`config.mk`:
```
export PLATFORM = sky130hd
export DESIGN_NAME = byte_slot_counter_flat
export DESIGN_NICKNAME = d
export VERILOG_FILES = /design/src/verilog/byte_map_pkg.sv /design/src/verilog/map_update_if.sv /design/src/verilog/byte_slot_counter.sv /design/src/flat_wrapper.sv
export SDC_FILE = /design/constraint.sdc
export NUM_CORES = 1
export LEC_CHECK = 0
export BUFFER_PORTS_ARGS = -buffer_cell sky130_fd_sc_hd__buf_2
export CAP_MARGIN = 20
export CORE_AREA = 2 2 39 41
export CTS_CLUSTER_SIZE = 40
export DETAILED_ROUTE_END_ITERATION = 8
export DIE_AREA = 0 0 41 43
export GPL_ROUTABILITY_DRIVEN = 0
export SLEW_MARGIN = 30
export SYNTH_ARGS = -nofsm -noshare
export SYNTH_HDL_FRONTEND = slang
export SYNTH_SLANG_ARGS = --single-unit
```
`constraint.sdc`:
```
create_clock -name i_clk -period 1.13 [get_ports i_clk]
set_input_delay 0 -clock i_clk [delete_from_list [all_inputs] [get_ports i_clk]]
set_output_delay 0 -clock i_clk [all_outputs]
set_load 0.02 [all_outputs]
```
`src/verilog/byte_map_pkg.sv`:
```
package byte_map_pkg;

    //////////////////////////////////////////////////////////////////////
    // map geometry, tied to the 8-bit byte
    //////////////////////////////////////////////////////////////////////
    localparam int PKT_BYTES = 8;     // bytes per packet
    localparam int NUM_BANKS = 32;    // 256 values / 8 per bank
    localparam int BANK_W    = 64;    // 8 values x 8 slots

    typedef logic [7:0]  byte_t;
    typedef logic [2:0]  slot_t;      // position inside a packet
    typedef logic [4:0]  bank_idx_t;  // upper five byte bits
    typedef logic [63:0] bank_word_t;

    // packet framing
    typedef enum logic {
        S_IDLE,
        S_IN_PKT
    } slot_state_e;

endpackage
```
`src/verilog/map_update_if.sv`:
```
`timescale 1ns/1ps

interface map_update_if
    import byte_map_pkg::*;
();

    logic  wr;     // byte to be written
    byte_t data;
    slot_t slot;
    logic  done;   // eighth byte of the packet
    logic  abort;  // gap inside a packet

    modport src (
        output wr,
        output data,
        output slot,
        output done,
        output abort
    );

    modport dst (
        input wr,
        input data,
        input slot,
        input done,
        input abort
    );

endinterface

```
`src/verilog/byte_slot_counter.sv`:
```
`timescale 1ns/1ps

module byte_slot_counter
    import byte_map_pkg::*;
(
    input  logic      i_clk,
    input  logic      i_rst,
    input  logic      i_valid,
    input  byte_t     i_data,
    map_update_if.src upd
);

    localparam slot_t LAST_SLOT = slot_t'(PKT_BYTES - 1);

    slot_state_e state_q;
    slot_t       slot_q;
    logic        last_w;

    assign last_w = (slot_q == LAST_SLOT);

    //////////////////////////////////////////////////////////////////////
    // packet framing
    //////////////////////////////////////////////////////////////////////
    always_ff @(posedge i_clk) begin
        if (i_rst) begin
            state_q <= S_IDLE;
            slot_q  <= '0;
        end else if (i_valid) begin
            slot_q  <= slot_q + slot_t'(1);         // wraps 7 -> 0, no dead cycle
            state_q <= last_w ? S_IDLE : S_IN_PKT;
        end else begin
            slot_q  <= '0;                          // gap restarts framing
            state_q <= S_IDLE;
        end
    end

    //////////////////////////////////////////////////////////////////////
    // registered update towards the bank array
    //////////////////////////////////////////////////////////////////////
    always_ff @(posedge i_clk) begin
        if (i_rst) begin
            upd.wr    <= 1'b0;
            upd.done  <= 1'b0;
            upd.abort <= 1'b0;
        end else begin
            upd.wr    <= i_valid;
            upd.done  <= i_valid && last_w;
            upd.abort <= !i_valid && (state_q == S_IN_PKT); // partial packet
        end
    end

    always_ff @(posedge i_clk) begin
        upd.data <= i_data;
        upd.slot <= slot_q;
    end

    //////////////////////////////////////////////////////////////////////
    // checks
    //////////////////////////////////////////////////////////////////////
    // done closes a run of eight writes that began at slot 0
    a_done_last_slot: assert property (
        @(posedge i_clk) disable iff (i_rst)
        upd.done |-> (upd.slot == LAST_SLOT &&
                      $past(upd.wr && upd.slot == '0, PKT_BYTES - 1))
    );

    // abort only after a write that left its packet open
    a_abort_framing: assert property (
        @(posedge i_clk) disable iff (i_rst)
        upd.abort |-> (!upd.wr && $past(upd.wr && !upd.done))
    );

endmodule

```
`src/flat_wrapper.sv`:
```
// flat-port wrapper written by rule: the top's interface ports become plain ports
module byte_slot_counter_flat import byte_map_pkg::*;
  (i_clk, i_rst, i_valid, i_data, upd_wr, upd_data, upd_slot, upd_done, upd_abort);
  map_update_if upd_i ();
  input  logic i_clk;
  input  logic i_rst;
  input  logic i_valid;
  input  byte_t i_data;
  output wire logic [$bits(upd_i.wr)-1:0] upd_wr;
  output wire logic [$bits(upd_i.data)-1:0] upd_data;
  output wire logic [$bits(upd_i.slot)-1:0] upd_slot;
  output wire logic [$bits(upd_i.done)-1:0] upd_done;
  output wire logic [$bits(upd_i.abort)-1:0] upd_abort;
  assign upd_wr = upd_i.wr;
  assign upd_data = upd_i.data;
  assign upd_slot = upd_i.slot;
  assign upd_done = upd_i.done;
  assign upd_abort = upd_i.abort;
  byte_slot_counter u_core (.i_clk(i_clk), .i_rst(i_rst), .i_valid(i_valid), .i_data(i_data), .upd(upd_i));
endmodule
```
# [After elaboration in Yosys (flattened, before gate mapping)]
# Cells that the tools add are included.
[word_totals] in_bits=11 elab_cells=15 out_inout_bits=14 ff_bits=18
[op_classes] muxes=1 n_reduce_logical=4 n_addsub=1 eq_ne=1 n_bitwise=1
[op_table] op="$add 3x1->3 const B" n=1
[op_table] op="$eq 3x3->1 const B" n=1
[op_table] op="$logic_and 1x1->1" n=2
[op_table] op="$reduce_or 2->1" n=1
[op_table] op="$logic_not 1->1" n=1
[op_table] op="$mux 1" n=1
[op_table] op="$not 1->1" n=1

# [Depth between registers and ports, before layout]
# Gate-level depths: netlist (run 1).
[depth] ltp_word=2 depth_mapped=3 ltp_nobuf=3

# [Worst setup path before layout (run 1)]
# OpenSTA, ideal clock, no wires.
[synth_path] path_type="flip-flop to flip-flop" start="register u_core.slot_q[0]" end="register u_core.slot_q[2]" setup_time_ns=0.116 synth_period_minus_slack_ns=1.014 t_arrival_ns=0.898 n_path_buf=0 t_required_ns=1.014 path_stages_with_launch=4 slack_ns=0.116 cell_sequence="dfxtp_1 > ha_1 > ha_1 > and3b_1"
[synth_via] elab_chain_cells=1
[synth_lines] element="start, declared" line_no="byte_slot_counter.sv:16" source="slot_t slot_q;"
[synth_lines] element="start signal, assigned" line_no="byte_slot_counter.sv:29" source="slot_q <= slot_q + slot_t'(1);"
[synth_lines] element="$add 3x1->3" line_no="byte_slot_counter.sv:29"
# Every way passes these cells.
# A chain may end at the register's enable or synchronous reset.

# [Worst setup path after layout (run 1)]
# Ends and elaborated chain as after synthesis.

==> flow_summary.yaml, run 1 <==
timing:
  finalSetupViolCount: 0
  relSlewSlack: 0.887
  worstMarginPinSlew_ns: 0.170
  layout_min_cycle_time_ns: 1.05
  hold_violations: 0
  setup_tns_ns: 0
  skew_ns: 0.00321
  rsz0062_at_grt: "no"
  period_share: 0.932
  fmax_mhz: 950
  slew_viol_final: 0
  worst_hold_slack_ns: 0.354
floorplan:
  die_w_um: 41
  io_pins: 25
  coreArea_um2: 1380
  die-area_um2: 1760
  die_h_um: 43
  initial_utilization: 0.318
  rows: 14
synth:
  synthCells: 27
  syn_nets: 40
  synth_warnings: 0
  netlist.area_leader.share: 0.818
  synth.cell_area_um2: 440
  syn_area_per_cell_um2: 16.3
  yosys.area.top_type: "dfxtp_1"
  ys_seq_area_frac: 0.818
  ys_ff_latch: 18
  yosysUniqueCellTypes: 5
  synth_area_leaders: "dfxtp_1, and3b_1, ha_1, nor3b_1, nor2b_1"
worst_setup_path:
  critPathKind: "flip-flop to flip-flop"
  crit_path_end_kind: "flip-flop"
  critPathLaunchType: "flip-flop"
  cp.arrival_ns: 1.24
  cp_max_fo: 3
  critPathMaxStageDelay_ns: 0.34
  critical_path.slowest_cell: "dfxtp_1"
  cp_common_cell: "ha_1"
  rrSetupSlack_ns: 0.08
  critical_path_required_ns: 1.32
  path_cells: "ha_1, ha_1, and3b_1"
power_and_ir_drop:
  ir_worst_vdd_mv: 0.642
  p_int_mw: 0.839
  leakage_nw: 0.358
  power.density_nw_per_um2: 1520
  pwr-share-comb: 0.098
  swShare: 0.215
  p_switching_mw: 0.230
  seq_power_share: 0.624
  clockPowerShare: 0.279
final_layout:
  area_growth_pct: 59.7
  nets: 79
  num_antenna_cells: 0
  multi_input_area_um2: 80.1
  final_layout_size_suffix_gt1_frac: 0.422
  seq_area_um2: 360
  fill_cells: 139
  stdcell_count: 80
route:
  avgRoutedWirePerCell_um: 9.96
  vias: 330
  viasPerCell: 4.13
  wl_um: 797
  drt_pass1_iterations: 1
  drc: 0
  drtIter0Drc: 0
  ant_nets: 0
cts:
  root_buffer: "clkbuf_4"
  htreeDepth: 1
  clk_latency_ns: 0.28
  ctsLongestPathBuffers: 2
  clock_sinks: 18
  cts_tree: "yes"
  clk_pin_slew_ns: 0.09
  cts_made_buffers: 3
global_routing:
  grt_pass1_wl_um: 1260
  antenna_found_initial: 0
  grt_max_degree: 10
  track_usage: 0.112
  grt_pass1_vias: 301
  globalRouteOverflowTotal: 0
outcome:
  outcome: "finished, final reports clean"
min_path:
  hp-class: "primary input to flip-flop"
place:
  numPortBuffers: 24
  dpl.hpwl_um: 507
  placed_cells: 67
run:
  max-cap-violations: 0
-- cells in the final DEF (no fill, tap or decap) --
| cell type | instances |
|---|---|
| buf_2 | 24 |
| dfxtp_1 | 18 |
| dlygate4sd3_1 | 10 |
| nor3b_1 | 3 |
| and3b_1 | 3 |
| clkbuf_4 | 3 |
| ha_1 | 2 |
| nor2b_1 | 1 |
-- cell families after synthesis --
kind of cell             synth area share
adder cells (fa/ha/maj)            0.0568
flip-flops                          0.818
AND/OR/NAND/NOR                     0.125
-- power by group through the flow --
stage	Combinational (mW)	Sequential [mW]	Clock [mW]
after floorplan	0.00807	0.711	0
after global placement	0.0776	0.682	0
after detailed placement	0.0781	0.682	0
after CTS	0.105	0.667	0.313
after global routing	0.114	0.671	0.344
final	0.104	0.667	0.298
-- worst paths after layout --
kind                                     from                           to  depth (start not counted)
hold reg to reg   u_core.slot_q[1]$_SDFF_PP0_   u_core.upd.slot[1]$_DFF_P_                          0
setup / recovery  u_core.slot_q[0]$_SDFF_PP0_  u_core.slot_q[2]$_SDFF_PP0_                          3
setup reg to reg  u_core.slot_q[0]$_SDFF_PP0_  u_core.slot_q[2]$_SDFF_PP0_                          3
hold / removal                      i_data[2]   u_core.upd.data[2]$_DFF_P_                          2
-- cell usage after synthesis --
master    n
dfxtp_1  18
and3b_1   3
nor3b_1   3
ha_1      2
nor2b_1   1
-- worst max-delay path, delay by kind of cell, from the launching register on --
family | cells | cell delay [ns]
flops | 1 | 0.34
simple gates | 1 | 0.17
fa+ha+maj | 2 | 0.46
-- through the flow --
stage / area [um2] / power (mW) / worst slack [ns] / util
after floorplan: 440 / 0.719 / 0.116 / -
after global placement: 581 / 0.760 / 0.0978 / 0.420
after detailed placement: 581 / 0.760 / 0.0882 / 0.420
after CTS: 703 / 1.09 / 0.0762 / 0.508
after global routing: 703 / 1.13 / 0.0150 / 0.508
final: 703 / 1.07 / 0.0771 / 0.508
-- routing by layer --
metal,track usage,up-vias,share of wire
met5,0,-,0
met3,0.0314,2,0.088
met2,0.147,14,0.50
met1,0.140,148,0.41
li1,-,166,-
met4,0.100,0,0.0063
-- area by class of cell --
cell class,instances,area share
multi-input cells,9,0.114
flip-flops and latches,18,0.512
well taps,16,0.0285
clock buffers,3,0.0320
repair buffers,34,0.313
-- sequential cells by signal (all words and copies together) (netlist names) --
signal	cells
u_core.slot_q	3
u_core.upd.wr	1
u_core.upd.abort	1
u_core.upd.done	1
u_core.upd.data	8
u_core.upd.slot	3
u_core.state_q	1
-- timing repair --
action                    CTS  global route
buffers inserted            0             0
resized for setup           0             0
hold endpoints to repair   12             0
hold buffers               10             0
Power figures use the tool's default switching activity.
==> run 2, diff against run 1 <==
--- a/config.mk
+++ b/config.mk
@@ -5,6 +5,7 @@
 export SDC_FILE = /design/constraint.sdc
 export NUM_CORES = 1
 export LEC_CHECK = 0
+export ABC_AREA = 1
 export BUFFER_PORTS_ARGS = -buffer_cell sky130_fd_sc_hd__buf_2
 export CAP_MARGIN = 20
 export CORE_AREA = 2 2 39 41
==> run 2 against run 1 <==
Register-to-register slack improved by 0.08 ns. Sequential share of layout area fell by 0.98 points. Sequential power barely moved. Routed wire length fell by 5.5%. Clock skew barely moved. Via count rose by 2.7%. Global-route usage fell by 1.7 points. Largest power group unchanged.
==> flow_summary.yaml, run 2 <==
timing:
  worstMarginPinSlew_ns: 0.109
  fmax_mhz: 1030
  period_share: 0.858
  finalSetupViolCount: 0
  hold_violations: 0
  relSlewSlack: 0.927
  slew_viol_final: 0
  setup_tns_ns: 0
  layout_min_cycle_time_ns: 0.970
  skew_ns: 0.00289
  rsz0062_at_grt: "no"
final_layout:
  nets: 86
  final_area_um2: 717
  final_common_cell: "buf_2"
  final_layout_size_suffix_gt1_frac: 0.403
  fill_cells: 130
  area_growth_pct: 62.8
  final_core_util: 0.518
  largest-register: "u_core.upd.data"
  largest_register_ffs: 8
  num_antenna_cells: 0
  reg_top3: "u_core.upd.data: 8 flops, u_core.slot_q: 3 flops, u_core.upd.slot: 3 flops"
  most-common-layout-cells: "buf_2, dfxtp_1, dlygate4sd3_1, nor2_1, inv_1"
route:
  avgRoutedWirePerCell_um: 8.56
  viasPerCell: 3.85
  drc: 0
  vias: 339
  drtIter0Drc: 2
  ant_nets: 0
  drt_pass1_iterations: 2
  wl_um: 753
synth:
  synth_area_leaders: "dfxtp_1, ha_1, nor2_1, inv_1, nand2_1"
  synth.cell_area_um2: 440
  synthArstFlopShare: 0
  netlist.area_leader.share: 0.818
  ys_seq_area_frac: 0.818
  synth_compound_area_frac: 0
  synthCells: 34
  yosys.area.top_type: "dfxtp_1"
  syn_area_per_cell_um2: 13.0
  synthAdderAreaFrac: 0.0568
  synth_edf_count: 0
  synth_mux_area_frac: 0
  synth_common_cells: "dfxtp_1, nor2_1, inv_1"
  synth.most_common_cell: "dfxtp_1"
  syn_nets: 47
  yosysUniqueCellTypes: 6
  ys_ff_latch: 18
  synth_top_family_by_area: "simple AND/OR/NAND/NOR gates"
  synth_ff_type: "dfxtp_1"
  synth_warnings: 0
  synthSimpleGateAreaFrac: 0.0824
  synthXorXnorAreaFrac: 0
cts:
  postCtsSetupRepairBufs: 0
  htreeDepth: 1
  clock_sinks: 18
  ctsLongestPathBuffers: 2
  root_buffer: "clkbuf_4"
  clk_pin_slew_ns: 0.09
  clk_latency_ns: 0.28
  cts_tree: "yes"
  cts_made_buffers: 3
power_and_ir_drop:
  leakage_nw: 0.375
  total_power_mw: 1.14
  ir_worst_vdd_mv: 0.695
  power.density_nw_per_um2: 1600
floorplan:
  initial_utilization: 0.318
  io_pins: 25
  die-area_um2: 1760
  coreArea_um2: 1380
  die_h_um: 43
  die_w_um: 41
  rows: 14
worst_setup_path:
  cp-startpoint: "u_core.slot_q[0]$_SDFF_PP0_"
  crit_path_end_kind: "flip-flop"
  cp_max_fo: 3
  critPathLaunchType: "flip-flop"
  cp-endpoint: "u_core.slot_q[2]$_SDFF_PP0_"
  r2r_end: "u_core.slot_q[2]$_SDFF_PP0_"
  reg2reg_depth: 4
  cp.arrival_ns: 1.15
  rr_startpoint: "u_core.slot_q[0]$_SDFF_PP0_"
  rrSetupSlack_ns: 0.16
  critical_path_required_ns: 1.31
  critPathKind: "flip-flop to flip-flop"
min_path:
  hp-class: "primary input to flip-flop"
outcome:
  outcome: "finished, final reports clean"
global_routing:
  globalRouteOverflowTotal: 0
  grt_pass1_vias: 292
  antenna_found_initial: 0
  grt_max_degree: 11
  track_usage: 0.0941
  grt_pass1_wl_um: 1040
place:
  numPortBuffers: 24
  dpl.hpwl_um: 492
  place_area_um2: 581
run:
  max-cap-violations: 0
[run 2: cell count changes in the layout (fill, tap and decap cells not counted), moves of 2 or more]
| cell | previous run | this run |
|---|---|---|
| nand2_1 | 0 | 2 |
| nor2_1 | 0 | 6 |
| inv_1 | 0 | 5 |
| nor3b_1 | 3 | 0 |
| and3b_1 | 3 | 0 |
[run 2: worst min-delay path by stage]
stage | from | slack [ns] | endpoint | cells after the start
after floorplan | i_data[0] | 0.03 | u_core.upd.data[0]$_DFF_P_ | 0
after CTS | i_data[3] | 0.34 | u_core.upd.data[3]$_DFF_P_ | 2
after detailed placement | i_data[5] | 0.10 | u_core.upd.data[5]$_DFF_P_ | 1
after global placement | i_data[5] | 0.10 | u_core.upd.data[5]$_DFF_P_ | 1
final | i_data[5] | 0.34 | u_core.upd.data[5]$_DFF_P_ | 2
after global routing | i_data[0] | 0.35 | u_core.upd.data[0]$_DFF_P_ | 2
[run 2: what timing repair did]
item / 4_1_cts / 5_1_grt
gates resized for setup: 0 / 0
endpoints found under the hold margin: 11 / 0
hold buffers: 10 / 0
setup endpoints to repair: 0 / 0
[run 2: per-stage QoR]
step / std cells / worst slack (ns) / hold slack [ns]
2_1_floorplan: 34 / 0.198 / 0.0277
3_3_place_gp: 74 / 0.180 / 0.102
3_5_place_dp: 74 / 0.168 / 0.105
4_1_cts: 88 / 0.153 / 0.342
5_1_grt: 88 / 0.110 / 0.349
6_report: 88 / 0.160 / 0.344
[run 2: metal layers]
layer,routed length [um],up-vias,global-route usage
met2,379,17,0.159
li1,-,176,-
met3,67,2,0.0314
met1,291,144,0.0792
met5,0,-,0
met4,15,0,0.0800
[run 2: area by class of cell]
type	instances	area, um2	area share
inverter	5	18.8	0.0262
timing repair buffer	34	220	0.307
clock buffer	4	36.3	0.0506
tap	16	20.0	0.0279
multi-input combinational	11	61.3	0.0855
sequential	18	360	0.503
[run 2: critical path: stages, from the launching register on]
cell	delay (ns)
dfxtp_1	0.33
ha_1	0.20
ha_1	0.26
inv_1	0.05
nor2_1	0.03
[run 2: power by group]
group	internal [mW]	switching, mW	leakage [nW]
Combinational	0.0530	0.0521	0.204
Sequential	0.661	0.00638	0.149
Clock	0.196	0.176	0.0210
[run 2: kinds of logic (layout without fill, tap and decap cells)]
logic type / count (synthesis) / in the layout
flip-flops: 18 / 18
buffers and inverters: 5 / 43
adder cells (fa/ha/maj): 2 / 2
AND/OR/NAND/NOR: 9 / 9
